**src/hw/cpu_pkg.sv**
```systemverilog
// cpu types: word and field widths, opcodes, ALU operations and handshake FSM states
package cpu_pkg;

	typedef logic [31:0] word_t;
	typedef logic [4:0]  regbits_t;
	typedef logic [5:0]  opcode_t;
	typedef logic [5:0]  funct_t;

	// primary opcodes
	localparam opcode_t RTYPE = 6'h00;
	localparam opcode_t ADDIU = 6'h09;
	localparam opcode_t ORI   = 6'h0d;
	localparam opcode_t LUI   = 6'h0f;
	localparam opcode_t LW    = 6'h23;
	localparam opcode_t SW    = 6'h2b;
	localparam opcode_t HALT  = 6'h3f;

	// r-type function codes
	localparam funct_t ADDU = 6'h21;
	localparam funct_t SUBU = 6'h23;
	localparam funct_t AND  = 6'h24;
	localparam funct_t OR   = 6'h25;
	localparam funct_t SLT  = 6'h2a;

	typedef enum logic [2:0] {ALU_ADD, ALU_SUB, ALU_AND, ALU_OR, ALU_SLT, ALU_LUI} aluop_t;

	// second ALU operand
	typedef enum logic {SEL_REG_DATA, SEL_IMM} alu_src_t;

	// four-phase requester states
	typedef enum logic [1:0] {MEM_IDLE, MEM_REQ, MEM_DROP} mem_fsm_t;

	// instruction field positions
	localparam int OP_MSB    = 31;
	localparam int OP_LSB    = 26;
	localparam int RS_MSB    = 25;
	localparam int RS_LSB    = 21;
	localparam int RT_MSB    = 20;
	localparam int RT_LSB    = 16;
	localparam int RD_MSB    = 15;
	localparam int RD_LSB    = 11;
	localparam int FUNCT_MSB = 5;
	localparam int FUNCT_LSB = 0;
	localparam int IMM_MSB   = 15;
	localparam int IMM_LSB   = 0;

endpackage
```
**src/hw/cpu_top.sv**
```systemverilog
// cpu top: fetch, decode, ID/EX, execute and the shared memory bus arbiter
`timescale 1ns/1ps

module cpu_top #(
	parameter cpu_pkg::word_t RESET_PC = 32'h0000_0000
) (
	input  logic           CLK,
	input  logic           nRST,
	output logic           mem_req,
	output logic           mem_wen,
	output cpu_pkg::word_t mem_addr,
	output cpu_pkg::word_t mem_wdata,
	input  logic           mem_ack,
	input  cpu_pkg::word_t mem_rdata,
	output logic           halted
);

	// fetch side
	logic              fetch_req, fetch_ack;
	cpu_pkg::word_t    fetch_addr, fetch_rdata;
	logic              if_valid, if_take;
	cpu_pkg::word_t    if_instr;

	// decode to ID/EX
	logic              id_enable, id_flush;
	logic              d_wen, d_dren, d_dwen, d_halt;
	cpu_pkg::aluop_t   d_alu_op;
	cpu_pkg::alu_src_t d_alu_src;
	cpu_pkg::regbits_t d_rd;
	cpu_pkg::word_t    d_rdat1, d_rdat2, d_imm_ext;

	// ID/EX to execute
	logic              ex_wen, ex_dren, ex_dwen, ex_halt;
	cpu_pkg::aluop_t   ex_alu_op;
	cpu_pkg::alu_src_t ex_alu_src;
	cpu_pkg::regbits_t ex_rd;
	cpu_pkg::word_t    ex_rdat1, ex_rdat2, ex_imm_ext;

	// execute side
	logic              ex_busy, wb_wen;
	cpu_pkg::regbits_t wb_rd;
	cpu_pkg::word_t    wb_data;
	logic              data_req, data_ack, data_wen;
	cpu_pkg::word_t    data_addr, data_wdata, data_rdata;

	fetch_stage #(.RESET_PC(RESET_PC)) u_fetch (
		.CLK(CLK), .nRST(nRST), .if_take(if_take),
		.fetch_ack(fetch_ack), .fetch_rdata(fetch_rdata),
		.fetch_req(fetch_req), .fetch_addr(fetch_addr),
		.if_valid(if_valid), .if_instr(if_instr)
	);

	decode_stage u_decode (
		.CLK(CLK), .nRST(nRST), .if_valid(if_valid), .if_instr(if_instr),
		.ex_busy(ex_busy), .ex_wen(ex_wen), .ex_rd(ex_rd),
		.wb_wen(wb_wen), .wb_rd(wb_rd), .wb_data(wb_data),
		.if_take(if_take), .id_enable(id_enable), .id_flush(id_flush),
		.d_wen(d_wen), .d_dren(d_dren), .d_dwen(d_dwen), .d_halt(d_halt),
		.d_alu_op(d_alu_op), .d_alu_src(d_alu_src), .d_rd(d_rd),
		.d_rdat1(d_rdat1), .d_rdat2(d_rdat2), .d_imm_ext(d_imm_ext)
	);

	id_ex_reg u_id_ex (
		.CLK(CLK), .nRST(nRST), .enable(id_enable), .flush(id_flush),
		.d_wen(d_wen), .d_dren(d_dren), .d_dwen(d_dwen), .d_halt(d_halt),
		.d_alu_op(d_alu_op), .d_alu_src(d_alu_src), .d_rd(d_rd),
		.d_rdat1(d_rdat1), .d_rdat2(d_rdat2), .d_imm_ext(d_imm_ext),
		.ex_wen(ex_wen), .ex_dren(ex_dren), .ex_dwen(ex_dwen), .ex_halt(ex_halt),
		.ex_alu_op(ex_alu_op), .ex_alu_src(ex_alu_src), .ex_rd(ex_rd),
		.ex_rdat1(ex_rdat1), .ex_rdat2(ex_rdat2), .ex_imm_ext(ex_imm_ext)
	);

	execute_stage u_execute (
		.CLK(CLK), .nRST(nRST),
		.ex_wen(ex_wen), .ex_dren(ex_dren), .ex_dwen(ex_dwen), .ex_halt(ex_halt),
		.ex_alu_op(ex_alu_op), .ex_alu_src(ex_alu_src), .ex_rd(ex_rd),
		.ex_rdat1(ex_rdat1), .ex_rdat2(ex_rdat2), .ex_imm_ext(ex_imm_ext),
		.data_ack(data_ack), .data_rdata(data_rdata), .ex_busy(ex_busy),
		.data_req(data_req), .data_wen(data_wen), .data_addr(data_addr),
		.data_wdata(data_wdata), .wb_wen(wb_wen), .wb_rd(wb_rd),
		.wb_data(wb_data), .halted(halted)
	);

	mem_arbiter u_arbiter (
		.CLK(CLK), .nRST(nRST),
		.fetch_req(fetch_req), .fetch_addr(fetch_addr),
		.fetch_ack(fetch_ack), .fetch_rdata(fetch_rdata),
		.data_req(data_req), .data_wen(data_wen), .data_addr(data_addr),
		.data_wdata(data_wdata), .data_ack(data_ack), .data_rdata(data_rdata),
		.mem_req(mem_req), .mem_wen(mem_wen), .mem_addr(mem_addr),
		.mem_wdata(mem_wdata), .mem_ack(mem_ack), .mem_rdata(mem_rdata)
	);

endmodule

```
**src/hw/mem_arbiter.sv**
```systemverilog
// memory arbiter: shares one four-phase bus between the data and fetch ports
`timescale 1ns/1ps

module mem_arbiter (
	input  logic           CLK,
	input  logic           nRST,
	input  logic           fetch_req,
	input  cpu_pkg::word_t fetch_addr,
	output logic           fetch_ack,
	output cpu_pkg::word_t fetch_rdata,
	input  logic           data_req,
	input  logic           data_wen,
	input  cpu_pkg::word_t data_addr,
	input  cpu_pkg::word_t data_wdata,
	output logic           data_ack,
	output cpu_pkg::word_t data_rdata,
	output logic           mem_req,
	output logic           mem_wen,
	output cpu_pkg::word_t mem_addr,
	output cpu_pkg::word_t mem_wdata,
	input  logic           mem_ack,
	input  cpu_pkg::word_t mem_rdata
);

	typedef enum logic [1:0] {GNT_IDLE, GNT_FETCH, GNT_DATA} grant_t;

	grant_t grant, grant_nxt;
	logic   bus_free;

	// owner has finished its handshake, or nobody owns the bus
	always_comb begin
		case (grant)
			GNT_FETCH: bus_free = !fetch_req && !mem_ack;
			GNT_DATA:  bus_free = !data_req && !mem_ack;
			default:   bus_free = !mem_ack;
		endcase
		grant_nxt = grant;
		if (bus_free) begin
			// data port wins a tie
			if (data_req)
				grant_nxt = GNT_DATA;
			else if (fetch_req)
				grant_nxt = GNT_FETCH;
			else
				grant_nxt = GNT_IDLE;
		end
	end

	always_ff @(posedge CLK, negedge nRST) begin
		if (!nRST)
			grant <= GNT_IDLE;
		else
			grant <= grant_nxt;
	end

	assign mem_req   = (grant == GNT_DATA)  ? data_req :
	                   (grant == GNT_FETCH) ? fetch_req : 1'b0;
	assign mem_wen   = (grant == GNT_DATA) && data_wen;
	assign mem_addr  = (grant == GNT_DATA) ? data_addr : fetch_addr;
	assign mem_wdata = data_wdata;

	assign fetch_ack   = (grant == GNT_FETCH) && mem_ack;
	assign fetch_rdata = (grant == GNT_FETCH) ? mem_rdata : '0;
	assign data_ack    = (grant == GNT_DATA) && mem_ack;
	assign data_rdata  = (grant == GNT_DATA) ? mem_rdata : '0;

	one_ack: assert property (@(posedge CLK) disable iff (!nRST)
		!(fetch_ack && data_ack));

endmodule

```
**src/hw/execute_stage.sv**
```systemverilog
// execute stage: ALU, load/store handshake and register write-back
`timescale 1ns/1ps

module execute_stage (
	input  logic              CLK,
	input  logic              nRST,
	input  logic              ex_wen,
	input  logic              ex_dren,
	input  logic              ex_dwen,
	input  logic              ex_halt,
	input  cpu_pkg::aluop_t   ex_alu_op,
	input  cpu_pkg::alu_src_t ex_alu_src,
	input  cpu_pkg::regbits_t ex_rd,
	input  cpu_pkg::word_t    ex_rdat1,
	input  cpu_pkg::word_t    ex_rdat2,
	input  cpu_pkg::word_t    ex_imm_ext,
	input  logic              data_ack,
	input  cpu_pkg::word_t    data_rdata,
	output logic              ex_busy,
	output logic              data_req,
	output logic              data_wen,
	output cpu_pkg::word_t    data_addr,
	output cpu_pkg::word_t    data_wdata,
	output logic              wb_wen,
	output cpu_pkg::regbits_t wb_rd,
	output cpu_pkg::word_t    wb_data,
	output logic              halted
);

	cpu_pkg::mem_fsm_t state, state_nxt;
	cpu_pkg::word_t    opb;
	cpu_pkg::word_t    alu_out;
	cpu_pkg::word_t    load_data;
	logic              mem_op;

	assign opb = (ex_alu_src == cpu_pkg::SEL_IMM) ? ex_imm_ext : ex_rdat2;

	always_comb begin
		case (ex_alu_op)
			cpu_pkg::ALU_SUB: alu_out = ex_rdat1 - opb;
			cpu_pkg::ALU_AND: alu_out = ex_rdat1 & opb;
			cpu_pkg::ALU_OR:  alu_out = ex_rdat1 | opb;
			cpu_pkg::ALU_SLT: alu_out = {31'd0, $signed(ex_rdat1) < $signed(opb)};
			cpu_pkg::ALU_LUI: alu_out = {opb[15:0], 16'h0000};
			default:          alu_out = ex_rdat1 + opb;
		endcase
	end

	assign mem_op = ex_dren || ex_dwen;
	// busy until the falling ack is seen
	assign ex_busy = mem_op && !((state == cpu_pkg::MEM_DROP) && !data_ack);

	always_comb begin
		state_nxt = state;
		case (state)
			cpu_pkg::MEM_IDLE: if (mem_op) state_nxt = cpu_pkg::MEM_REQ;
			cpu_pkg::MEM_REQ:  if (data_ack) state_nxt = cpu_pkg::MEM_DROP;
			cpu_pkg::MEM_DROP: if (!data_ack) state_nxt = cpu_pkg::MEM_IDLE;
			default:           state_nxt = cpu_pkg::MEM_IDLE;
		endcase
	end

	always_ff @(posedge CLK, negedge nRST) begin
		if (!nRST) begin
			state  <= cpu_pkg::MEM_IDLE;
			halted <= 1'b0;
		end else begin
			state <= state_nxt;
			if (ex_halt && !ex_busy)
				halted <= 1'b1;
		end
	end

	always_ff @(posedge CLK) begin
		if ((state == cpu_pkg::MEM_REQ) && data_ack)
			load_data <= data_rdata;
	end

	assign data_req   = (state == cpu_pkg::MEM_REQ);
	assign data_wen   = ex_dwen;
	assign data_addr  = alu_out;
	assign data_wdata = ex_rdat2;

	assign wb_wen  = ex_wen && !ex_busy;
	assign wb_rd   = ex_rd;
	assign wb_data = ex_dren ? load_data : alu_out;

	// decode must hold ID/EX for the whole request
	addr_stable: assert property (@(posedge CLK) disable iff (!nRST)
		data_req && $past(data_req) |-> $stable(data_addr) && $stable(data_wen));

endmodule

```
**src/hw/id_ex_reg.sv**
```systemverilog
// ID/EX pipeline register with hold, bubble insertion and reset to a no-op
`timescale 1ns/1ps

module id_ex_reg (
	input  logic              CLK,
	input  logic              nRST,
	input  logic              enable,
	input  logic              flush,
	input  logic              d_wen,
	input  logic              d_dren,
	input  logic              d_dwen,
	input  logic              d_halt,
	input  cpu_pkg::aluop_t   d_alu_op,
	input  cpu_pkg::alu_src_t d_alu_src,
	input  cpu_pkg::regbits_t d_rd,
	input  cpu_pkg::word_t    d_rdat1,
	input  cpu_pkg::word_t    d_rdat2,
	input  cpu_pkg::word_t    d_imm_ext,
	output logic              ex_wen,
	output logic              ex_dren,
	output logic              ex_dwen,
	output logic              ex_halt,
	output cpu_pkg::aluop_t   ex_alu_op,
	output cpu_pkg::alu_src_t ex_alu_src,
	output cpu_pkg::regbits_t ex_rd,
	output cpu_pkg::word_t    ex_rdat1,
	output cpu_pkg::word_t    ex_rdat2,
	output cpu_pkg::word_t    ex_imm_ext
);

	// control fields, flush takes priority over enable
	always_ff @(posedge CLK, negedge nRST) begin
		if (!nRST) begin
			ex_wen     <= 1'b0;
			ex_dren    <= 1'b0;
			ex_dwen    <= 1'b0;
			ex_halt    <= 1'b0;
			ex_alu_op  <= cpu_pkg::ALU_ADD;
			ex_alu_src <= cpu_pkg::SEL_REG_DATA;
			ex_rd      <= 5'd0;
		end else if (flush) begin
			ex_wen     <= 1'b0;
			ex_dren    <= 1'b0;
			ex_dwen    <= 1'b0;
			ex_halt    <= 1'b0;
			ex_alu_op  <= cpu_pkg::ALU_ADD;
			ex_alu_src <= cpu_pkg::SEL_REG_DATA;
			ex_rd      <= 5'd0;
		end else if (enable) begin
			ex_wen     <= d_wen;
			ex_dren    <= d_dren;
			ex_dwen    <= d_dwen;
			ex_halt    <= d_halt;
			ex_alu_op  <= d_alu_op;
			ex_alu_src <= d_alu_src;
			ex_rd      <= d_rd;
		end
	end

	// operands only matter behind a valid control word
	always_ff @(posedge CLK) begin
		if (enable && !flush) begin
			ex_rdat1   <= d_rdat1;
			ex_rdat2   <= d_rdat2;
			ex_imm_ext <= d_imm_ext;
		end
	end

endmodule

```
**src/hw/decode_stage.sv**
```systemverilog
// decode stage: instruction decoder, register file and RAW hazard stall control
`timescale 1ns/1ps

module decode_stage (
	input  logic              CLK,
	input  logic              nRST,
	input  logic              if_valid,
	input  cpu_pkg::word_t    if_instr,
	input  logic              ex_busy,
	input  logic              ex_wen,
	input  cpu_pkg::regbits_t ex_rd,
	input  logic              wb_wen,
	input  cpu_pkg::regbits_t wb_rd,
	input  cpu_pkg::word_t    wb_data,
	output logic              if_take,
	output logic              id_enable,
	output logic              id_flush,
	output logic              d_wen,
	output logic              d_dren,
	output logic              d_dwen,
	output logic              d_halt,
	output cpu_pkg::aluop_t   d_alu_op,
	output cpu_pkg::alu_src_t d_alu_src,
	output cpu_pkg::regbits_t d_rd,
	output cpu_pkg::word_t    d_rdat1,
	output cpu_pkg::word_t    d_rdat2,
	output cpu_pkg::word_t    d_imm_ext
);

	cpu_pkg::word_t    regs [32];
	cpu_pkg::opcode_t  opcode;
	cpu_pkg::funct_t   funct;
	cpu_pkg::regbits_t rs, rt, rd;
	logic [15:0]       imm16;
	logic              uses_rs, uses_rt;
	logic              hazard;

	assign opcode = if_instr[cpu_pkg::OP_MSB:cpu_pkg::OP_LSB];
	assign rs     = if_instr[cpu_pkg::RS_MSB:cpu_pkg::RS_LSB];
	assign rt     = if_instr[cpu_pkg::RT_MSB:cpu_pkg::RT_LSB];
	assign rd     = if_instr[cpu_pkg::RD_MSB:cpu_pkg::RD_LSB];
	assign funct  = if_instr[cpu_pkg::FUNCT_MSB:cpu_pkg::FUNCT_LSB];
	assign imm16  = if_instr[cpu_pkg::IMM_MSB:cpu_pkg::IMM_LSB];

	always_comb begin
		d_wen     = 1'b0;
		d_dren    = 1'b0;
		d_dwen    = 1'b0;
		d_halt    = 1'b0;
		d_alu_op  = cpu_pkg::ALU_ADD;
		d_alu_src = cpu_pkg::SEL_IMM;
		d_rd      = rt;
		d_imm_ext = {{16{imm16[15]}}, imm16};
		uses_rs   = 1'b0;
		uses_rt   = 1'b0;
		case (opcode)
			cpu_pkg::RTYPE: begin
				d_rd      = rd;
				d_alu_src = cpu_pkg::SEL_REG_DATA;
				uses_rs   = 1'b1;
				uses_rt   = 1'b1;
				d_wen     = 1'b1;
				case (funct)
					cpu_pkg::ADDU: d_alu_op = cpu_pkg::ALU_ADD;
					cpu_pkg::SUBU: d_alu_op = cpu_pkg::ALU_SUB;
					cpu_pkg::AND:  d_alu_op = cpu_pkg::ALU_AND;
					cpu_pkg::OR:   d_alu_op = cpu_pkg::ALU_OR;
					cpu_pkg::SLT:  d_alu_op = cpu_pkg::ALU_SLT;
					// unknown funct behaves as a no-op
					default:       d_wen    = 1'b0;
				endcase
			end
			cpu_pkg::ADDIU: begin
				d_wen   = 1'b1;
				uses_rs = 1'b1;
			end
			cpu_pkg::ORI: begin
				d_wen     = 1'b1;
				d_alu_op  = cpu_pkg::ALU_OR;
				d_imm_ext = {16'h0000, imm16};
				uses_rs   = 1'b1;
			end
			cpu_pkg::LUI: begin
				d_wen    = 1'b1;
				d_alu_op = cpu_pkg::ALU_LUI;
			end
			cpu_pkg::LW: begin
				d_wen   = 1'b1;
				d_dren  = 1'b1;
				uses_rs = 1'b1;
			end
			cpu_pkg::SW: begin
				d_dwen  = 1'b1;
				uses_rs = 1'b1;
				uses_rt = 1'b1;
			end
			cpu_pkg::HALT: d_halt = 1'b1;
			default: ;
		endcase
	end

	// register 0 is never written so it reads zero
	assign d_rdat1 = regs[rs];
	assign d_rdat2 = regs[rt];

	always_ff @(posedge CLK, negedge nRST) begin
		if (!nRST) begin
			for (int i = 0; i < 32; i++)
				regs[i] <= '0;
		end else if (wb_wen && (wb_rd != 5'd0)) begin
			regs[wb_rd] <= wb_data;
		end
	end

	// source still being produced by the instruction in ID/EX
	assign hazard = ex_wen && (ex_rd != 5'd0) &&
		((uses_rs && (rs == ex_rd)) || (uses_rt && (rt == ex_rd)));

	// a busy execute stage freezes ID/EX, so no bubble may overwrite it
	assign id_enable = !ex_busy;
	assign if_take   = if_valid && !ex_busy && !hazard;
	assign id_flush  = !ex_busy && (!if_valid || hazard);

	// instruction waiting behind a busy execute stage stays in the buffer
	no_take_busy: assert property (@(posedge CLK) disable iff (!nRST)
		ex_busy && if_valid |=> if_valid && $stable(if_instr));

endmodule

```
**src/hw/fetch_stage.sv**
```systemverilog
// fetch stage: program counter, instruction request FSM and one-entry IF/ID buffer
`timescale 1ns/1ps

module fetch_stage #(
	parameter cpu_pkg::word_t RESET_PC = 32'h0000_0000
) (
	input  logic           CLK,
	input  logic           nRST,
	input  logic           if_take,
	input  logic           fetch_ack,
	input  cpu_pkg::word_t fetch_rdata,
	output logic           fetch_req,
	output cpu_pkg::word_t fetch_addr,
	output logic           if_valid,
	output cpu_pkg::word_t if_instr
);

	cpu_pkg::mem_fsm_t state, state_nxt;
	cpu_pkg::word_t    pc;
	cpu_pkg::word_t    buf_instr;
	logic              buf_valid;
	logic              halt_seen;
	logic              capture;

	assign capture    = (state == cpu_pkg::MEM_REQ) && fetch_ack;
	assign fetch_req  = (state == cpu_pkg::MEM_REQ);
	assign fetch_addr = pc;
	assign if_valid   = buf_valid;
	assign if_instr   = buf_instr;

	// request again as soon as the buffer is empty or being drained
	always_comb begin
		state_nxt = state;
		case (state)
			cpu_pkg::MEM_IDLE: begin
				if (!halt_seen && (!buf_valid || if_take))
					state_nxt = cpu_pkg::MEM_REQ;
			end
			cpu_pkg::MEM_REQ: begin
				if (fetch_ack)
					state_nxt = cpu_pkg::MEM_DROP;
			end
			cpu_pkg::MEM_DROP: begin
				if (!fetch_ack)
					state_nxt = cpu_pkg::MEM_IDLE;
			end
			default: state_nxt = cpu_pkg::MEM_IDLE;
		endcase
	end

	always_ff @(posedge CLK, negedge nRST) begin
		if (!nRST) begin
			state     <= cpu_pkg::MEM_IDLE;
			pc        <= RESET_PC;
			buf_valid <= 1'b0;
			halt_seen <= 1'b0;
		end else begin
			state <= state_nxt;
			if (if_take)
				buf_valid <= 1'b0;
			if (capture) begin
				buf_valid <= 1'b1;
				pc        <= pc + 32'd4;
				// nothing past a halt gets fetched
				if (fetch_rdata[cpu_pkg::OP_MSB:cpu_pkg::OP_LSB] == cpu_pkg::HALT)
					halt_seen <= 1'b1;
			end
		end
	end

	always_ff @(posedge CLK) begin
		if (capture)
			buf_instr <= fetch_rdata;
	end

	// req only drops once the memory has answered
	req_held: assert property (@(posedge CLK) disable iff (!nRST)
		$fell(fetch_req) |-> $past(fetch_ack));

endmodule

```
**config.mk**
```make
export PLATFORM = sky130hd
export DESIGN_NAME = cpu_top
export DESIGN_NICKNAME = d
export VERILOG_FILES = /design/src/hw/cpu_pkg.sv /design/src/hw/cpu_top.sv /design/src/hw/mem_arbiter.sv /design/src/hw/execute_stage.sv /design/src/hw/id_ex_reg.sv /design/src/hw/decode_stage.sv /design/src/hw/fetch_stage.sv
export SDC_FILE = /design/constraint.sdc
export NUM_CORES = 2
export LEC_CHECK = 0
export ABC_AREA = 0
export ABC_CLOCK_PERIOD_IN_PS = 5300
export BUFFER_PORTS_ARGS = -buffer_cell sky130_fd_sc_hd__clkbuf_2
export CAP_MARGIN = 20
export CORE_MARGIN = 2
export CORE_UTILIZATION = 48
export DETAILED_ROUTE_END_ITERATION = 12
export HOLD_SLACK_MARGIN = 0.15
export PLACE_DENSITY = 0.59
export SLEW_MARGIN = 20
export SYNTH_ARGS = -nofsm -noshare
export SYNTH_HDL_FRONTEND = slang
export SYNTH_SLANG_ARGS = --single-unit
```
**constraint.sdc**
```tcl
create_clock -name CLK -period 5.3 [get_ports CLK]
set_clock_uncertainty 0.15 [all_clocks]
set_input_delay 0.265 -clock CLK [delete_from_list [all_inputs] [get_ports CLK]]
set_output_delay 0.265 -clock CLK [all_outputs]
set_load 0.02 [all_outputs]
```
==> run metrics <==
Pwr Density 458.1 mW/mm^2; Sequential Power Share 31.3%; EDFF count, synth 145; core footprint 0.1373 mm^2; Remaining DRCs 0; hold crit path type primary input to flip-flop; Synth warnings 0; Root Driver clkbuf_16; final net count 5,741; ys async rst share 88.12%; FF+latch area 0.03128 mm^2; Hold Path Depth 3; hold endpoint u_execute.state[0]; Die Height 375.9 um; CTS tree yes; Worst R2R End u_decode.regs[795]; largest net degree at the start of global routing 168; Max Cap Viol 0; GRT Total Usage 31.40%; Hold Path Origin mem_ack; clock share of power 28.6%; Initial Utilization 48.35%; Synth Instances 5,660; Via-to-Cell Ratio 6.329; synthesized flop and latch total 1,221; worst-skew pair later-pin latency 0.79 ns; Unique masters post-synth 104; Arrival @ worst endpoint 4.73 ns; fillers 11,730; CTS max path bufs 3; Synth top area share 40.55%; most common cell after layout, fill and taps aside dfrtp_1; initial DRC count 5,000; Die X 375.9 um; setup ws final 0.1532 ns; Net Sw Frac 41.77%; CTS Buf Count 137; GPL Wtd Cong 0.9689; Tmin final 5.147 ns; commonest non-fill, non-tap cells in the layout dfrtp_1 (1,075), nand2_1 (921), o21ai_0 (750), mux4_2 (640), nor2_1 (219); fin crit share 97.11%; post-route cell area 0.07412 mm^2; Synth Area per Inst 11.73 um^2; outcome complete, no violations; CP Class flip-flop to primary output; Yosys top cell by area dfrtp_1; GRT overflow 0; pre-CTS setup slack 0.3629 ns; setup violators final 0; Leak 31.10 nW; Synth Flop Type dfrtp_1; hpwl dp 139.3 mm; clock sinks 1,221; ranking of synthesized cells by area dfrtp_1 (41%), mux4_2 (22%), edfxtp_1 (6.6%); Max IR drop VDD 804.0 uV; Worst-path clk slew 0.06 ns; placed inst area 0.06880 mm^2; final core utilization 53.98%; TNS Setup 0 ns; antenna violations before repair 11; max-slew violation count 0; num ports 102; area delta synth->final 11.63%; sequential area share after synthesis 47.11%; vias 47,550; Setup crit start kind flip-flop; die area 0.1413 mm^2; internal cell power 0.01977 W; Rows 136; r2r startpoint u_id_ex.ex_alu_src; Post-DRT Antenna Nets 0; input/output buffers 101; vias in the first global route 46,880; cell area after synthesis 0.06640 mm^2; Worst Path Max Fanout 18; Fmax 194.3 MHz; combinational share of power 40.1%; H-Tree Depth 4; Hold Slack 0.1818 ns; syn_nets 5,797; setup slack, reg-to-reg 0.58 ns; Final Hold Fails 0; Total Wirelength 219.1 mm; multi-input logic area 0.03278 mm^2; DR pass1 iterations 7; Net Switching 0.01418 W; routed wire length per instance 29.17 um; first-pass GRT wire length 324.4 mm; Slew HR 20.13%; Worst setup EP type primary output; worst slew pin tran 1.194 ns; Reg2Reg Depth 14; layout cell share with drive strength beyond 1 26.48%; Crit path required time 4.89 ns
-- sequential cells by signal, summed over array words and instances (netlist names), 5 cells and up --
signal	flops
u_id_ex.ex_rdat1	32
u_id_ex.ex_rdat2	32
u_id_ex.ex_imm_ext	17
u_execute.load_data	32
u_fetch.fetch_addr	30
u_decode.regs	1024
u_id_ex.ex_rd	5
u_fetch.if_instr	32
-- synth_stat cells, drive strengths merged, types with 16 or more instances --
cell / instances
dfrtp: 1076
nand2: 953
o21ai: 890
mux4: 640
clkbuf: 417
nor2: 223
mux2: 204
a21oi: 200
edfxtp: 145
inv: 111
buf: 110
ha: 100
and2: 80
nand3: 34
nor3: 32
xnor2: 32
o22ai: 26
nand2b: 24
a31oi: 22
mux2i: 21
nand4: 20
a21o: 19
nor2b: 16
nor4: 16
-- worst max-delay path by stage --
stage	endpoint	from	slack [ns]	cells after the start
2_1_floorplan	mem_addr[17]	u_id_ex.ex_alu_src	1.02	15
3_3_place_gp	u_decode.regs[115]	u_id_ex.ex_alu_src	0.36	13
3_5_place_dp	u_decode.regs[115]	u_id_ex.ex_alu_src	0.36	13
4_1_cts	mem_addr[31]	u_id_ex.ex_alu_src	-0.06	12
5_1_grt	mem_addr[28]	u_id_ex.ex_alu_src	-0.004	15
6_report	mem_addr[21]	u_id_ex.ex_alu_src	0.15	13
-- what timing repair did --
item	4_1_cts	5_1_grt
hold buffers	49	0
endpoints found under the hold margin	1115	0
resized for setup	20	26
buffers inserted	1	2
endpoints found under the setup margin	14	19
pin swaps	1	5
-- per-stage QoR --
step | power (W) | instances
2_1_floorplan | 0.01877 | 5660
3_3_place_gp | 0.02393 | 7207
3_5_place_dp | 0.02392 | 7207
4_1_cts | 0.03378 | 7506
5_1_grt | 0.03537 | 7509
6_report | 0.03396 | 7513
-- power groups by stage --
stage	registers (W)	clock network, W	logic, W
after floorplan	0.0106	0	0.00819
after global placement	0.0108	0	0.0132
after detailed placement	0.0108	0	0.0131
after CTS	0.0106	0.00986	0.0133
after global routing	0.0107	0.0102	0.0145
final	0.0106	0.00971	0.0136
-- routing by layer --
metal	routed length, um	vias up	track usage (%)
met3	15740	411	5.276
met2	103200	1887	49.66
met5	57	-	0
met4	8398	8	11.25
li1	-	20680	-
met1	91730	24570	44.08
-- worst max-delay path, stage by stage, from the launching register on --
cell and delay, ns:
dfrtp_1 0.39, buf_12 0.17, mux2_2 0.30, inv_1 0.08
ha_2 0.55, nor2_4 0.08, a211o_1 0.36, a211o_1 0.35
o21ai_2 0.24, nand3_1 0.26, o22a_1 0.24, o211ai_1 0.46
o21ai_0 0.23, clkbuf_2 0.23
-- final cells by class --
cell class / count / area share [%]
clock inverter: 40 / 0.6465
tap: 1794 / 3.028
multi-input combinational: 3792 / 44.22
antenna: 5 / 0.01688
clock buffer: 209 / 5.525
sequential: 1221 / 42.20
inverter: 113 / 0.5773
timing repair buffer: 339 / 3.785
-- cells by family after synthesis --
kind of cell,Yosys count,synth area share (%)
DFF,1221,47.11
adders and majority gates,102,1.945
AOI/OAI and AO/OA,1322,11.40
and+or+nand+nor,1459,9.320
muxes,865,25.48
buffers and inverters,647,4.157
xor gates and xnor gates,44,0.5804
Note: power is estimated with default switching activity, not from simulation.
